[config.mk]
export PLATFORM = sky130hd
export DESIGN_NAME = core_endpoint
export DESIGN_NICKNAME = d
export VERILOG_FILES = /design/src/core_complex_pkg.sv /design/src/core_endpoint.sv
export VERILOG_INCLUDE_DIRS = /design/src /design/src/src
export SDC_FILE = /design/constraint.sdc
export NUM_CORES = 1
export LEC_CHECK = 0
export BUFFER_PORTS_ARGS = -buffer_cell sky130_fd_sc_hd__buf_4
export CAP_MARGIN = 20
export CORE_MARGIN = 2
export CORE_UTILIZATION = 60
export CTS_CLUSTER_DIAMETER = 120
export DETAILED_ROUTE_END_ITERATION = 8
export HOLD_SLACK_MARGIN = 0.06
export PLACE_DENSITY = 0.77
export RECOVER_POWER = 50
export SETUP_SLACK_MARGIN = 0.3
export SYNTH_ARGS = -nofsm -noshare
export SYNTH_HDL_FRONTEND = slang
export SYNTH_SLANG_ARGS = --single-unit
[constraint.sdc]
create_clock -name clk_i -period 5.16 [get_ports clk_i]
set_input_delay 1.032 -clock clk_i [delete_from_list [all_inputs] [get_ports clk_i]]
set_output_delay 1.032 -clock clk_i [all_outputs]
set_load 0.02 [all_outputs]
[src/core_complex_defines.svh]
`ifndef CORE_COMPLEX_DEFINES_SVH
`define CORE_COMPLEX_DEFINES_SVH

// packet field widths
`define MC_DATA_WIDTH    32
`define MC_ADDR_WIDTH    4
`define MC_X_CORD_WIDTH  2

// endpoints 0 and 1 sit on the west side, 2 and 3 on the east side
`define MC_NUM_ENDPOINTS 4

// host starts with one forward credit per buffer entry
`define MC_FWD_FIFO_ELS  4

// reverse credits held by the fabric out of reset
`define MC_REV_CREDITS   4

`endif

[src/core_complex_pkg.sv]
`include "core_complex_defines.svh"

package core_complex_pkg;

  typedef logic [`MC_DATA_WIDTH-1:0]   mc_data_t;
  typedef logic [`MC_ADDR_WIDTH-1:0]   mc_addr_t;
  typedef logic [`MC_X_CORD_WIDTH-1:0] mc_x_cord_t;

  typedef enum logic [0:0]
  {
    MC_OP_LOAD  = 1'b0
   ,MC_OP_STORE = 1'b1
  } mc_op_e;

  // host request, steered by x_cord
  typedef struct packed
  {
    mc_op_e     op;
    mc_x_cord_t x_cord;
    mc_addr_t   addr;
    mc_data_t   data;
  } mc_fwd_pkt_t;

  // x_cord names the endpoint that answered
  typedef struct packed
  {
    mc_op_e     op;
    mc_x_cord_t x_cord;
    mc_data_t   data;
  } mc_rev_pkt_t;

  typedef enum logic
  {
    EP_IDLE
   ,EP_RESP
  } ep_state_e;

endpackage

[src/core_endpoint.sv]
`timescale 1ns/1ps
`include "core_complex_defines.svh"

module core_endpoint
  #(parameter core_complex_pkg::mc_x_cord_t EP_X = '0)
  (input                                  clk_i
  ,input                                  rst_n_i

  ,input                                  ep_v_i
  ,input  core_complex_pkg::mc_fwd_pkt_t  ep_pkt_i
  ,output logic                           ep_ready_o

  ,output logic                           rsp_v_o
  ,output core_complex_pkg::mc_rev_pkt_t  rsp_pkt_o
  ,input                                  rsp_ready_i
  );

  localparam int depth_lp = 1 << `MC_ADDR_WIDTH;

  core_complex_pkg::ep_state_e state_r;
  core_complex_pkg::mc_data_t  mem_r [depth_lp];

  logic accept;
  logic is_store;

  assign ep_ready_o = (state_r == core_complex_pkg::EP_IDLE);
  assign rsp_v_o    = (state_r == core_complex_pkg::EP_RESP);
  assign accept     = ep_v_i & ep_ready_o;
  assign is_store   = (ep_pkt_i.op == core_complex_pkg::MC_OP_STORE);

  always_ff @(posedge clk_i)
  begin
    if (!rst_n_i)
    begin
      state_r <= core_complex_pkg::EP_IDLE;
      for (int i = 0; i < depth_lp; i++)
        mem_r[i] <= '0;
    end
    else
    begin
      case (state_r)
        core_complex_pkg::EP_IDLE:
          if (accept)
            state_r <= core_complex_pkg::EP_RESP;
        core_complex_pkg::EP_RESP:
          if (rsp_ready_i)
            state_r <= core_complex_pkg::EP_IDLE;
        default:
          state_r <= core_complex_pkg::EP_IDLE;
      endcase

      if (accept && is_store)
        mem_r[ep_pkt_i.addr] <= ep_pkt_i.data;
    end
  end

  // loads return the stored word, stores echo the written one
  always_ff @(posedge clk_i)
  begin
    if (accept)
    begin
      rsp_pkt_o.op     <= ep_pkt_i.op;
      rsp_pkt_o.x_cord <= EP_X;
      rsp_pkt_o.data   <= is_store ? ep_pkt_i.data : mem_r[ep_pkt_i.addr];
    end
  end

  // the arbiter takes a response only from a tile that holds one
  assert property (@(posedge clk_i) disable iff (!rst_n_i)
    rsp_ready_i |-> (state_r == core_complex_pkg::EP_RESP))
    else $error("core_endpoint %0d: response taken outside EP_RESP", EP_X);

endmodule

==> flow_summary.yaml <==
place:
  place_congestion: 0.7639
  post-dp-hpwl_um: 33140
  port_buffers: 75
yosys:
  seq_area_frac_synth_pct: 66.68
  synth.cell_area_um2: 24570
  syn_inst: 1688
  yosys.area.top_type: "edfxtp_1"
  synthTopCellsByArea: "edfxtp_1 67%, and2_1 8.1%, mux2i_1 5.9%, mux4_2 5.1%, nor3_1 3.3%"
  avgSynthCellArea_um2: 14.56
  async_flop_share_pct: 0
  synthFlopType: "edfxtp_1"
  ys_warn_count: 0
  synth_cell_types: 43
  synth_edf_count: 545
  synth_top_area_share_pct: 66.60
  ys_ff_latch: 546
clock_tree:
  cts_buffers: 55
  hold_buffers: 0
  path_clk_slew_ns: 0.06
  cts_tree: "done"
  root_buffer: "clkbuf_16"
  worstSkewPairLatency_ns: 0.61
  cts.htree.levels: 2
  cts_buffer_depth: 3
  ctsResizeCount: 0
  post_cts_buffers: 0
  cts_sinks: 546
routing:
  avgViaCountPerCell: 6.534
  drt_first_pass_iters: 5
  postRouteAntennaNets: 0
  dr_total_vias: 14820
  route.detailed.drc: 0
  wl_um: 59350
  detail_route.wl_per_cell_um: 26.17
  drt_iter0_drc: 1549
setup_path:
  cp-startpoint: "ep_pkt_i[34]"
  cpPeakStageDelay_ns: 1.21
  rr_worst_depth: 4
  criticalPathCategory: "primary input to flop"
  rrSetupSlack_ns: 1.55
  startpoint_type: "primary input"
  cp.buffers_inverters: 2
  critPathSlowestCell: "nand2b_1"
  worstPathCellList: "clkbuf_2 -> nand2b_1 -> nor2_1 -> clkbuf_1 -> and2_0"
  r2r_end: "mem_r[12][31]$_SDFFCE_PN0P_"
  crit_path_end_kind: "flop"
  r2r_start: "rsp_v_o$_SDFF_PN0_"
  cp.arrival_ns: 4.40
  crit_fanout: 67
  path_delay_family: "simple AND/OR/NAND/NOR gates"
  cp.required_ns: 5.50
final_layout:
  final_util_pct: 66.86
  nets: 1736
  diodes: 0
  layout-drive-gt1-share_pct: 13.02
  syn_to_final_growth_pct: 10.59
timing:
  finalSetupViolCount: 0
  min_period_ns: 4.056
  hold_slack_ns: 0.5783
  worstMarginPinSlew_ns: 2.661
  drv_slew: 255
  timing.max_slew.rel_slack_pct: -77.43
  finalHoldViolCount: 0
  setup_tns_ns: 0
  clock.fmax_mhz: 246.5
  fin_skew_ns: 0.01707
  fin_crit_sh_pct: 78.61
  rsz0062_at_grt: "no"
worst_hold_path:
  hp-class: "flop to flop"
  min_to: "rsp_v_o$_SDFF_PN0_"
  holdPathStages: 2
  min_from: "rsp_v_o$_SDFF_PN0_"
grt:
  grt.total_usage_pct: 28.43
  antenna_found_initial: 1
  first_global_vias: 14960
  grt_overflow: 0
  grt_max_degree: 83
  grt_pass1_wl_um: 88840
pwr:
  powerDensity_nw_per_um2: 363.8
  p_leak_uw: 0.009401
  ir_drop_uv: 251.4
floorplanning:
  rows: 74
  die_area_um2: 42590
  start_util_pct: 60.46
  die_h_um: 206.4
  die_w_um: 206.4
  top_level_ports: 80
  coreArea_um2: 40650
status:
  violations: "capacitance limit, slew limit"
  outcome: "finished, violations left"
job:
  maxCapViolCount: 7
flip-flops by register name, summed over array words and instances, names as in the netlist:
name,flops
rsp_pkt_o,33
rsp_v_o,1
mem_r,512
where the power goes:
part           leakage [µW]  internal, µW  switching [µW]
logic               0.00301           225             486
clock network      0.000879          2410            1640
registers           0.00551          5070            52.6
total               0.00940          7700            2180
Yosys cell counts, types with 5 or more instances:
master / number
nor4_1: 48
nand2b_1: 5
clkinv_1: 12
a311oi_1: 12
nor2_1: 14
and2_1: 320
buf_2: 29
o21ai_0: 23
o22ai_1: 50
mux4_2: 56
buf_6: 5
buf_1: 10
a2bb2oi_1: 20
nor3_1: 163
nand2_1: 16
o21ai_1: 9
mux2i_1: 144
buf_4: 19
edfxtp_1: 545
nand3b_1: 14
clkbuf_2: 9
a32oi_1: 12
a221oi_1: 19
clkbuf_1: 106
worst reg2reg max path, delay by kind of cell (launching register included):
family	cells	cell delay [ns]
DFF	1	0.41
buffers and inverters	1	1.94
and+or+nand+nor	3	0.90
layout make-up:
class	instances	area, µm²
Clock buffer	71	1479
Clock inverter	29	340.3
Fill cell	2687	13470
Inverter	14	52.55
Multi-Input combinational cell	950	7411
Sequential cell	546	16390
Tap cell	532	665.6
Timing Repair Buffer	126	843.3
metrics by stage:
stage                     setup slack (ns)  area, µm²  cells  total power, µW
after global placement               1.303      25610   2168             5909
final                                1.104      27180   2268             9886
after CTS                            1.913      27430   2268             9927
after global routing                0.9520      27180   2268            10130
after detailed placement             1.303      25610   2168             5937
after floorplan                     0.4780      24580   1689             5666
how the worst max path moves through the flow:
| stage | endpoint | slack [ns] | cells past startpoint |
|---|---|---|---|
| floorplan | mem_r[10][0]$_SDFFCE_PN0P_ | 0.48 | 7 |
| global placement | mem_r[2][15]$_SDFFCE_PN0P_ | 1.30 | 6 |
| detailed placement | mem_r[2][15]$_SDFFCE_PN0P_ | 1.30 | 6 |
| CTS | mem_r[2][9]$_SDFFCE_PN0P_ | 1.91 | 6 |
| global route | mem_r[12][1]$_SDFFCE_PN0P_ | 0.95 | 5 |
| finish | mem_r[10][25]$_SDFFCE_PN0P_ | 1.10 | 5 |
per-layer routing:
layer / up-vias / wire length [µm] / GRT usage (%)
met1: 7505 / 23390 / 39.14
met2: 766 / 29330 / 46.55
li1: 6430 / - / -
met5: - / 16 / 0
met3: 116 / 4976 / 4.825
met4: 2 / 1641 / 9.337
cell families after synthesis:
| logic type | synth area share [%] |
|---|---|
| compound gates | 4.287 |
| mux | 11.00 |
| flops | 66.68 |
| other cells | 0.01526 |
| buf+inv | 3.630 |
| simple gates | 14.39 |
layout by cell type (no fill, tap or decap), types with 22 or more instances in the layout:
cell	Yosys	final
and2_0	0	121
and2_1	320	199
buf_4	19	63
clkbuf_1	106	67
clkbuf_16	0	57
clkinv_1	12	22
edfxtp_1	545	545
mux2i_1	144	144
mux4_2	56	56
nor3_1	163	166
nor4_1	48	48
o22ai_1	50	50
Note: power is estimated with default switching activity, not from simulation.
