File: config.mk
export PLATFORM = sky130hd
export DESIGN_NAME = mc_link_fifo
export DESIGN_NICKNAME = d
export VERILOG_FILES = /design/src/core_complex_pkg.sv /design/src/mc_link_fifo.sv
export VERILOG_INCLUDE_DIRS = /design/src /design/src/src
export SDC_FILE = /design/constraint.sdc
export NUM_CORES = 1
export LEC_CHECK = 0
export ABC_AREA = 1
export BUFFER_PORTS_ARGS = -buffer_cell sky130_fd_sc_hd__buf_2
export CAP_MARGIN = 20
export CORE_UTILIZATION = 45
export DETAILED_ROUTE_END_ITERATION = 7
export GPL_TIMING_DRIVEN = 0
export HOLD_SLACK_MARGIN = 0.05
export MAX_ROUTING_LAYER = met4
export PLACE_DENSITY_LB_ADDON = 0.12
export SYNTH_ARGS = -nofsm -noshare
export SYNTH_HDL_FRONTEND = slang
export SYNTH_SLANG_ARGS = --single-unit
File: constraint.sdc
create_clock -name clk_i -period 4.4 [get_ports clk_i]
set_clock_uncertainty 0.05 [all_clocks]
set_input_delay 0.44 -clock clk_i [delete_from_list [all_inputs] [get_ports clk_i]]
set_output_delay 0.44 -clock clk_i [all_outputs]
set_load 0.01 [all_outputs]
File: src/core_complex_defines.svh
`ifndef CORE_COMPLEX_DEFINES_SVH
`define CORE_COMPLEX_DEFINES_SVH

// packet field widths
`define MC_DATA_WIDTH    32
`define MC_ADDR_WIDTH    4
`define MC_X_CORD_WIDTH  2

// endpoints 0 and 1 sit on the west side, 2 and 3 on the east side
`define MC_NUM_ENDPOINTS 4

// host starts with one forward credit per buffer entry
`define MC_FWD_FIFO_ELS  4

// reverse credits held by the fabric out of reset
`define MC_REV_CREDITS   4

`endif

File: src/core_complex_pkg.sv
`include "core_complex_defines.svh"

package core_complex_pkg;

  typedef logic [`MC_DATA_WIDTH-1:0]   mc_data_t;
  typedef logic [`MC_ADDR_WIDTH-1:0]   mc_addr_t;
  typedef logic [`MC_X_CORD_WIDTH-1:0] mc_x_cord_t;

  typedef enum logic [0:0]
  {
    MC_OP_LOAD  = 1'b0
   ,MC_OP_STORE = 1'b1
  } mc_op_e;

  // host request, steered by x_cord
  typedef struct packed
  {
    mc_op_e     op;
    mc_x_cord_t x_cord;
    mc_addr_t   addr;
    mc_data_t   data;
  } mc_fwd_pkt_t;

  // x_cord names the endpoint that answered
  typedef struct packed
  {
    mc_op_e     op;
    mc_x_cord_t x_cord;
    mc_data_t   data;
  } mc_rev_pkt_t;

  typedef enum logic
  {
    EP_IDLE
   ,EP_RESP
  } ep_state_e;

endpackage

File: src/mc_link_fifo.sv
`timescale 1ns/1ps
`include "core_complex_defines.svh"

module mc_link_fifo
  (input                                  clk_i
  ,input                                  rst_n_i

  ,input                                  fwd_v_i
  ,input  core_complex_pkg::mc_fwd_pkt_t  fwd_data_i
  ,output logic                           fwd_token_o

  ,output logic                           req_v_o
  ,output core_complex_pkg::mc_fwd_pkt_t  req_pkt_o
  ,input                                  req_ready_i
  );

  localparam int els_lp       = `MC_FWD_FIFO_ELS;
  localparam int ptr_width_lp = (els_lp > 1) ? $clog2(els_lp) : 1;
  localparam int cnt_width_lp = $clog2(els_lp + 1);

  core_complex_pkg::mc_fwd_pkt_t mem_r [els_lp];

  logic [ptr_width_lp-1:0] wr_ptr_r;
  logic [ptr_width_lp-1:0] rd_ptr_r;
  logic [cnt_width_lp-1:0] count_r;
  logic                    push;
  logic                    pop;

  function automatic logic [ptr_width_lp-1:0] ptr_next(input logic [ptr_width_lp-1:0] ptr);
    return (ptr == ptr_width_lp'(els_lp - 1)) ? '0 : ptr + 1'b1;
  endfunction

  // every valid beat on the link is a push
  assign push = fwd_v_i;
  assign pop  = req_v_o & req_ready_i;

  assign req_v_o   = (count_r != '0);
  assign req_pkt_o = mem_r[rd_ptr_r];

  always_ff @(posedge clk_i)
  begin
    if (!rst_n_i)
    begin
      wr_ptr_r    <= '0;
      rd_ptr_r    <= '0;
      count_r     <= '0;
      fwd_token_o <= 1'b0;
    end
    else
    begin
      if (push)
        wr_ptr_r <= ptr_next(wr_ptr_r);
      if (pop)
        rd_ptr_r <= ptr_next(rd_ptr_r);
      if (push && !pop)
        count_r <= count_r + 1'b1;
      else if (pop && !push)
        count_r <= count_r - 1'b1;
      // one credit back to the host per freed entry
      fwd_token_o <= pop;
    end
  end

  always_ff @(posedge clk_i)
  begin
    if (push)
      mem_r[wr_ptr_r] <= fwd_data_i;
  end

  // host credit rule keeps pushes away from a full buffer
  assert property (@(posedge clk_i) disable iff (!rst_n_i)
    fwd_v_i |-> (count_r != cnt_width_lp'(els_lp)))
    else $error("mc_link_fifo: push while full");

endmodule

==> results of run 1 <==
==> critical path: stages, from the launching register on <==
cell and delay, ns:
sky130_fd_sc_hd__dfxtp_1 0.41, sky130_fd_sc_hd__clkbuf_1 0.41, sky130_fd_sc_hd__o21ai_0 0.17, sky130_fd_sc_hd__o22ai_1 0.24
sky130_fd_sc_hd__buf_2 0.17
==> layout make-up <==
class	instances	area, sq um
diodes	1	2.50
plain buffers	25	165
clock buffers	18	429
clock inverters	14	303
fillers	1130	5720
inverters	16	62.6
multi-input cells	236	1170
flip-flops and latches	166	4880
well taps	176	220
repair buffers	87	495
==> metrics by stage <==
stage               instances  setup WS (ns)
floorplan                 443           2.60
finish                    739           2.09
detailed placement        706           2.53
global route              739           1.94
CTS                       738           2.06
global placement          702           1.91
==> logic make-up (layout without fill, tap and decap cells) <==
logic type	Yosys count	in the layout	synth area share (%)
simple gates	106	106	6.47
fa+ha+maj	7	7	1.51
compound gates	122	122	10.5
flops	166	166	77.8
buf+inv	41	160	3.62
other cells	0	1	0
xor+xnor	1	1	0.139
==> final timing paths <==
check / startpoint / to / cells past startpoint
hold / removal: fwd_data_i[22] / mem_r[3][22] / 1
setup / recovery: flip-flop / req_pkt_o[6] / 4
setup reg to reg: count_r[1] / count_r[2] / 12
hold reg to reg: wr_ptr_r[1] / wr_ptr_r[1] / 2
==> routing by layer <==
metal  vias to the layer above  wire length, um  GRT usage [%]
met5                         -                0              -
li1                       1847                -              -
met3                        16              771           5.70
met4                         0              163           7.11
met2                       108             6340           30.9
met1                      1874             5800           25.1
==> sequential cells by signal (all words and copies together) (netlist names), named ones only <==
name,cells
fwd_token_o,1
mem_r,156
wr_ptr_r,2
count_r,3
rd_ptr_r,2
==> power by group through the flow <==
stage	Sequential, mW	Clock (mW)	Combinational (mW)
after floorplan	1.89	0	0.696
after global placement	1.89	0	1.14
after detailed placement	1.89	0	1.17
after CTS	1.86	1.83	1.18
after global routing	1.87	1.89	1.29
final	1.86	1.81	1.16
==> cell usage in the layout, fill, tap and decap left out <==
master	count
sky130_fd_sc_hd__inv_4	1
sky130_fd_sc_hd__buf_6	6
sky130_fd_sc_hd__clkbuf_4	2
sky130_fd_sc_hd__clkinvlp_4	3
sky130_fd_sc_hd__clkinv_2	2
sky130_fd_sc_hd__o22ai_1	39
sky130_fd_sc_hd__diode_2	1
sky130_fd_sc_hd__o21ai_1	2
sky130_fd_sc_hd__o21ai_0	78
sky130_fd_sc_hd__bufinv_16	9
sky130_fd_sc_hd__clkbuf_2	3
sky130_fd_sc_hd__dfxtp_1	10
sky130_fd_sc_hd__buf_4	1
sky130_fd_sc_hd__nand3b_1	1
sky130_fd_sc_hd__inv_1	10
sky130_fd_sc_hd__clkbuf_1	5
sky130_fd_sc_hd__nor2_1	89
sky130_fd_sc_hd__fa_1	1
sky130_fd_sc_hd__inv_2	5
sky130_fd_sc_hd__nor3_1	1
sky130_fd_sc_hd__xor2_1	1
sky130_fd_sc_hd__edfxtp_1	156
sky130_fd_sc_hd__ha_1	6
sky130_fd_sc_hd__buf_12	4
sky130_fd_sc_hd__nand4_1	1
sky130_fd_sc_hd__buf_2	92
sky130_fd_sc_hd__clkbuf_16	17
sky130_fd_sc_hd__a21oi_1	3
sky130_fd_sc_hd__nand2_1	13
sky130_fd_sc_hd__nand3_1	1
==> results.txt, run 1 <==
Per report_power, the sequential group accounts for 38.5% of the total. For this run, the number of Yosys warnings is 0. CTS built an H-tree with a depth of 4. The critical path is of the reg2out type.

The final count of negative-setup-slack endpoints came out at 0. The count of hold-fix buffers inserted at cts is 0. The post-route clock period utilization came out at 52.5%.

The number of I/O port buffers came out at 83. The sum of negative setup slack is 0 ns. The net count after synthesis is 493. The detailed-routing iteration count for the pre-antenna-repair pass came out at 4. The element type at the critical path end is an output port.

The mean instance size in the synthesized netlist is 14.2 sq um. The total area inside the core boundary comes to 13500 sq um. TritonCTS built the clock tree. The run finished with clean final reports. The required time at the endpoint of the critical path came out at 3.91 ns. The dominant cell by count in the synthesized netlist is sky130_fd_sc_hd__edfxtp_1. The number of global-route vias before repair came out at 3791.

The count of pins on the block boundary is 84. The clock reaches the later pin of the worst-skew pair after 0.42 ns. The maximum number of buffers from clock root to sink came out at 2. Setup repair after global routing left no endpoint under its margin. The pin count of the biggest net entering global routing came out at 35. For this run, the leading register cell type out of synthesis is sky130_fd_sc_hd__edfxtp_1.

The area growth from synthesis to layout is 23.1%. The register area share after synthesis came out at 77.8%. The final-stage net count is 599. The kind of launch point of the worst setup path is a flip-flop. After synthesis, the most frequently instantiated cells are 156 x sky130_fd_sc_hd__edfxtp_1, 89 x sky130_fd_sc_hd__nor2_1, 78 x sky130_fd_sc_hd__o21ai_0, 39 x sky130_fd_sc_hd__o22ai_1, 14 x sky130_fd_sc_hd__inv_1.

Setup slack on the worst reg-to-reg path comes out at 2.51 ns. The top-area cell type share of the netlist area came out at 74.6%. The starting density of the core is 46.7%. The post-route DRC violation count is 0. The power share of the combinational group is 24.0%. The fmax came out at 433 MHz. The layout cell share with drive strength beyond 1 came out at 25.8%. The total power divided by cell area is 624 nW/um^2.

For this run, the share of the core covered by cells in the final layout is 57.5%. The internal power is 3.48 mW. The peak ir drop on the vdd network came out at 296 uV. The share of flip-flops with an asynchronous set or reset after synthesis came out at 0%. The finished cells cover 7730 sq um.

The count of routing violations after the opening detailed-route iteration is 325. The library cell with the largest summed area after synthesis is sky130_fd_sc_hd__edfxtp_1. For the pin with the worst max-slew slack, the measured transition is 0.486 ns. The count of pins over their slew limit is 0. The minimum period implied by the final worst setup slack is 2.31 ns. The clock network power share is 37.6%.

The per-cell routed wire length is 17.7 um. The total wire length came out at 13100 um. The number of core rows came out at 42. The kind of path behind the tightest hold check is in2reg. The via total after detailed routing is 3845. The total routing resource utilization after global routing is 20.0%. The number of antenna violations at the first check in global routing was 1. The post-cts sizing count came out at 0. The number of synthesized flops with an enable pin came out at 156.

The fraction of power spent switching nets came out at 28.0%. The post-route worst hold slack came out at 0.178 ns. The master cell of the clock root buffer is sky130_fd_sc_hd__clkbuf_16. The number of cells produced by synthesis came out at 443.

The leakage power came out at 2.83 nW. The count of antenna-violating nets left after detailed routing is 0. The count of clock tree sinks is 166. Synthesis inferred 166 register bits. The first-pass GRT wire length came out at 20100 um.

The die covers 14400 sq um. The worst relative slew slack is 67.6%. The CTS buffer count is 17.

The total count of hold-check failures in the final report came to 0. The count of buffers added by post-CTS timing repair for setup came out at 0. The post-synthesis instance area is 6280 sq um. In the post-synthesis netlist, the biggest area contributors are sky130_fd_sc_hd__edfxtp_1 75%, sky130_fd_sc_hd__o21ai_0 6.2%, sky130_fd_sc_hd__nor2_1 5.3%. The number of unique standard cell types used by synthesis came out at 24. The average vias per placed instance came out at 5.20. The number of violations of the max-capacitance limit is 0. The placed wire-length estimate after detailed placement came out at 7690 um. Routability-driven placement finished with a final weighted congestion of 0.715.

The die extent in y came out at 120 um. The switching component of the power came out at 1.35 mW. The largest fanout of any net on the critical path is 10. Overall power consumption after layout is estimated at 4.83 mW. The floorplan die width came out at 120 um. The clock transition at the registers of the reported paths is 0.06 ns. The remaining global-route overflow came out at 0. The placed cell area came out at 7000 sq um. At the worst endpoint, the arrival time is 1.82 ns.
No activity file was read; power rests on OpenSTA's default activity.
==> inputs of run 2 (changes only) <==
==> constraint.sdc (replaced) <==
create_clock -name clk_i -period 2.26 [get_ports clk_i]
set_clock_uncertainty 0.05 [all_clocks]
set_input_delay 0.226 -clock clk_i [delete_from_list [all_inputs] [get_ports clk_i]]
set_output_delay 0.226 -clock clk_i [all_outputs]
set_load 0.01 [all_outputs]
==> run 2 against run 1 <==
Net effect: global-route usage is 0.24 points higher; hold slack lost 0.085 ns; clock power grew 94%; cell count is 5.3% higher; critical path depth stayed put; first-iteration DRC count rose by 23%; worst setup slack lost 1.9 ns; sequential power up 95%; core utilization rose by 3.0 points; sequential share of layout area is 3.1 points lower; via count up 4.4%; wire length grew 2.6%; largest cell class unchanged.
==> results.txt, run 2 (synthesized netlist as in run 1, its figures left out) <==
The layout filler cell count came out at 1106 (-2.1%). The required time at the endpoint of the critical path came out at 1.98 ns (-1.93 ns). The remaining global-route overflow is 0 (unchanged). The arrival time of data at the critical path endpoint came out at 1.83 ns (about the same). The post-route DRC violation count is 0 (unchanged). The number of I/O port buffers came out at 83 (unchanged).

The number of antenna violations at the first check in global routing came out at 0 (-1). The largest fanout of any net on the critical path came out at 10 (unchanged). The actual slew at the worst max-slew pin is 0.514 ns (+0.0277 ns).

The via total after detailed routing is 4013 (+4.4%). The count of pins over their slew limit came to 0 (unchanged). The count of antenna-violating nets left after detailed routing came to 0 (unchanged). The placed cell area is 7000 sq um (unchanged). The logic depth of the worst setup path including buffers came to 4 (unchanged). The slowest stage of the critical path is the sky130_fd_sc_hd__clkbuf_1 cell. The CTS buffer count is 17 (unchanged).

The average vias per placed instance is 5.16 (-0.86%). The die extent in y came out at 120 um (unchanged). The classification of the worst setup path is reg2out.

The post-route clock period utilization came out at 93.3%. The capturing instance or port of the critical path is req_pkt_o[6]. The worst hold path belongs to the class in2reg. The layout cell share with drive strength beyond 1 came out at 24.1% (-1.7 points).

STA classifies the critical path startpoint as a flip-flop. TritonCTS built the clock tree. The final count of negative-setup-slack endpoints came out at 0 (unchanged). The signal on the critical path passes through clkbuf_1 -> o21ai_0 -> o22ai_1 -> buf_2. The final antenna diode count was 0 (-1).

Clock tree synthesis selected as its root buffer the cell sky130_fd_sc_hd__clkbuf_16. The endpoint identified for the worst register-to-register timing path is count_r[2]. The instance count along the most critical hold path is 4 (+3). The final-stage net count is 639 (+6.7%). The largest registers in the layout are mem_r (156), count_r (3). The run finished with clean final reports. The placed wire-length estimate after detailed placement is 7690 um (unchanged). The peak ir drop on the vdd network is 576 uV (+94%). The element type at the critical path end is an output port. The total routing resource utilization after global routing came out at 20.2% (+0.24 points). The starting density of the core is 46.7% (unchanged). The routability congestion estimate is 0.715 (unchanged). The count of pins on the block boundary is 84 (unchanged).

The number of global-route vias before repair came out at 3944 (+4.0%). The number of flip-flops under the largest register name came to 156 (unchanged). The buffers plus inverters on the worst setup path came out at 2 (unchanged). The kind of cell with the highest combined delay along the critical path is buffers and inverters. The total power divided by cell area came out at 1160 nW/um^2 (+86%). The core outline area is 13500 sq um (unchanged).

The leakage power is 3.00 nW (+5.9%). The clock latency at the later pin of the worst-skew pair is 0.42 ns (about the same). The per-cell routed wire length came to 17.2 um (-2.6%). The flop-to-flop setup slack is 0.38 ns (-2.13 ns).

In the layout the commonest cells are 156 x sky130_fd_sc_hd__edfxtp_1, 92 x sky130_fd_sc_hd__buf_2, 89 x sky130_fd_sc_hd__nor2_1, 78 x sky130_fd_sc_hd__o21ai_0, 40 x sky130_fd_sc_hd__dlygate4sd3_1. The count of clock tree sinks is 166 (unchanged). The area growth from synthesis to layout is 29.4%. The total wire length is 13400 um (+2.6%). The maximum number of buffers from clock root to sink is 2 (unchanged). The worst relative slew slack came out at 65.7% (-1.8 points). The detailed-routing iteration count for the pre-antenna-repair pass came out at 4 (unchanged). The number of core rows is 42 (unchanged).

The critical path's largest stage delay is 0.42 ns (about the same). The area enclosed by the die boundary came out at 14400 sq um (unchanged). Ranked by flip-flop count, first place goes to mem_r. The minimum period implied by the final worst setup slack came out at 2.11 ns. The design area came to 8130 sq um (+5.1%). The pin count of the biggest net entering global routing is 35 (unchanged).

The first-pass GRT wire length is 20600 um (+2.3%). The H-tree depth is 4 (unchanged). The floorplan die width is 120 um (unchanged). The clock transition at the registers of the reported paths came out at 0.06 ns (about the same).

Leaving out fill and tap cells, the most frequent cell in the layout is sky130_fd_sc_hd__edfxtp_1. The count of buffers added by post-CTS timing repair for setup was 0 (unchanged). The post-route total power is 9.46 mW (+96%). The worst reg-to-reg path cell count came out at 12 (unchanged). The startpoint identified for the worst register-to-register timing path is count_r[1]. Setup repair after global routing left no endpoint under its margin. Static timing analysis puts the maximum clock frequency at 474 MHz. The count of routing violations after the opening detailed-route iteration is 399 (+23%).

The number of violations of the max-capacitance limit is 0 (unchanged). The total count of hold-check failures in the final report came out at 0 (unchanged).
[run 2: cell count changes in the layout (fill, tap and decap cells not counted)]
| cell | before | now |
|---|---|---|
| sky130_fd_sc_hd__diode_2 | 1 | 0 |
| sky130_fd_sc_hd__dlygate4sd3_1 | 0 | 40 |
[run 2: metal layers]
layer	wire (um)	global-route usage [%]
met1	6070	25.3
met2	6550	31.9
met3	663	5.56
met4	129	6.56
met5	0	-
[run 2: area by class of cell]
class,count,area [sq um],share of cell area [%]
plain buffers,25,165,2.03
clock buffers,18,429,5.28
clock inverters,14,303,3.72
inverters,16,62.6,0.769
multi-input cells,236,1170,14.4
flip-flops and latches,166,4880,60.1
well taps,176,220,2.71
repair buffers,127,896,11.0
[run 2: worst min-delay path by stage]
stage	startpoint	endpoint	slack (ns)
2_1_floorplan	fwd_data_i[0]	mem_r[0][0]	0.27
3_3_place_gp	fwd_data_i[31]	mem_r[0][31]	0.39
3_5_place_dp	fwd_data_i[11]	mem_r[3][11]	0.39
4_1_cts	req_ready_i	rd_ptr_r[1]	0.08
5_1_grt	req_ready_i	fwd_token_o	0.1
6_report	req_ready_i	rd_ptr_r[1]	0.09
[run 2: power breakdown]
part	internal, mW	switching (mW)	leakage (nW)
sequential	3.55	0.0700	1.52
combinational	0.868	1.45	1.14
clock	2.40	1.12	0.346
[run 2: worst min-delay path, stage by stage]
cell and delay, ns:
sky130_fd_sc_hd__buf_2 0.10, sky130_fd_sc_hd__nand3b_1 0.08, sky130_fd_sc_hd__nand2_1 0.06, sky130_fd_sc_hd__nor2_1 0.05
[run 2: metrics by stage]
stage          hold WS [ns]  worst slack, ns  setup TNS, ns  instances  util [%]
6_report             0.0934            0.150              0        778      60.4
5_1_grt               0.100           0.0116              0        778      60.4
2_1_floorplan         0.275            0.460              0        443         -
3_3_place_gp          0.388           -0.204         -27.65        702      51.4
3_5_place_dp          0.395            0.388              0        706      52.0
4_1_cts              0.0809            0.133              0        778      60.4
[run 2: timing repair]
action,CTS,global route
hold endpoints to repair,158,0
gates resized for setup,0,0
hold buffers,40,0
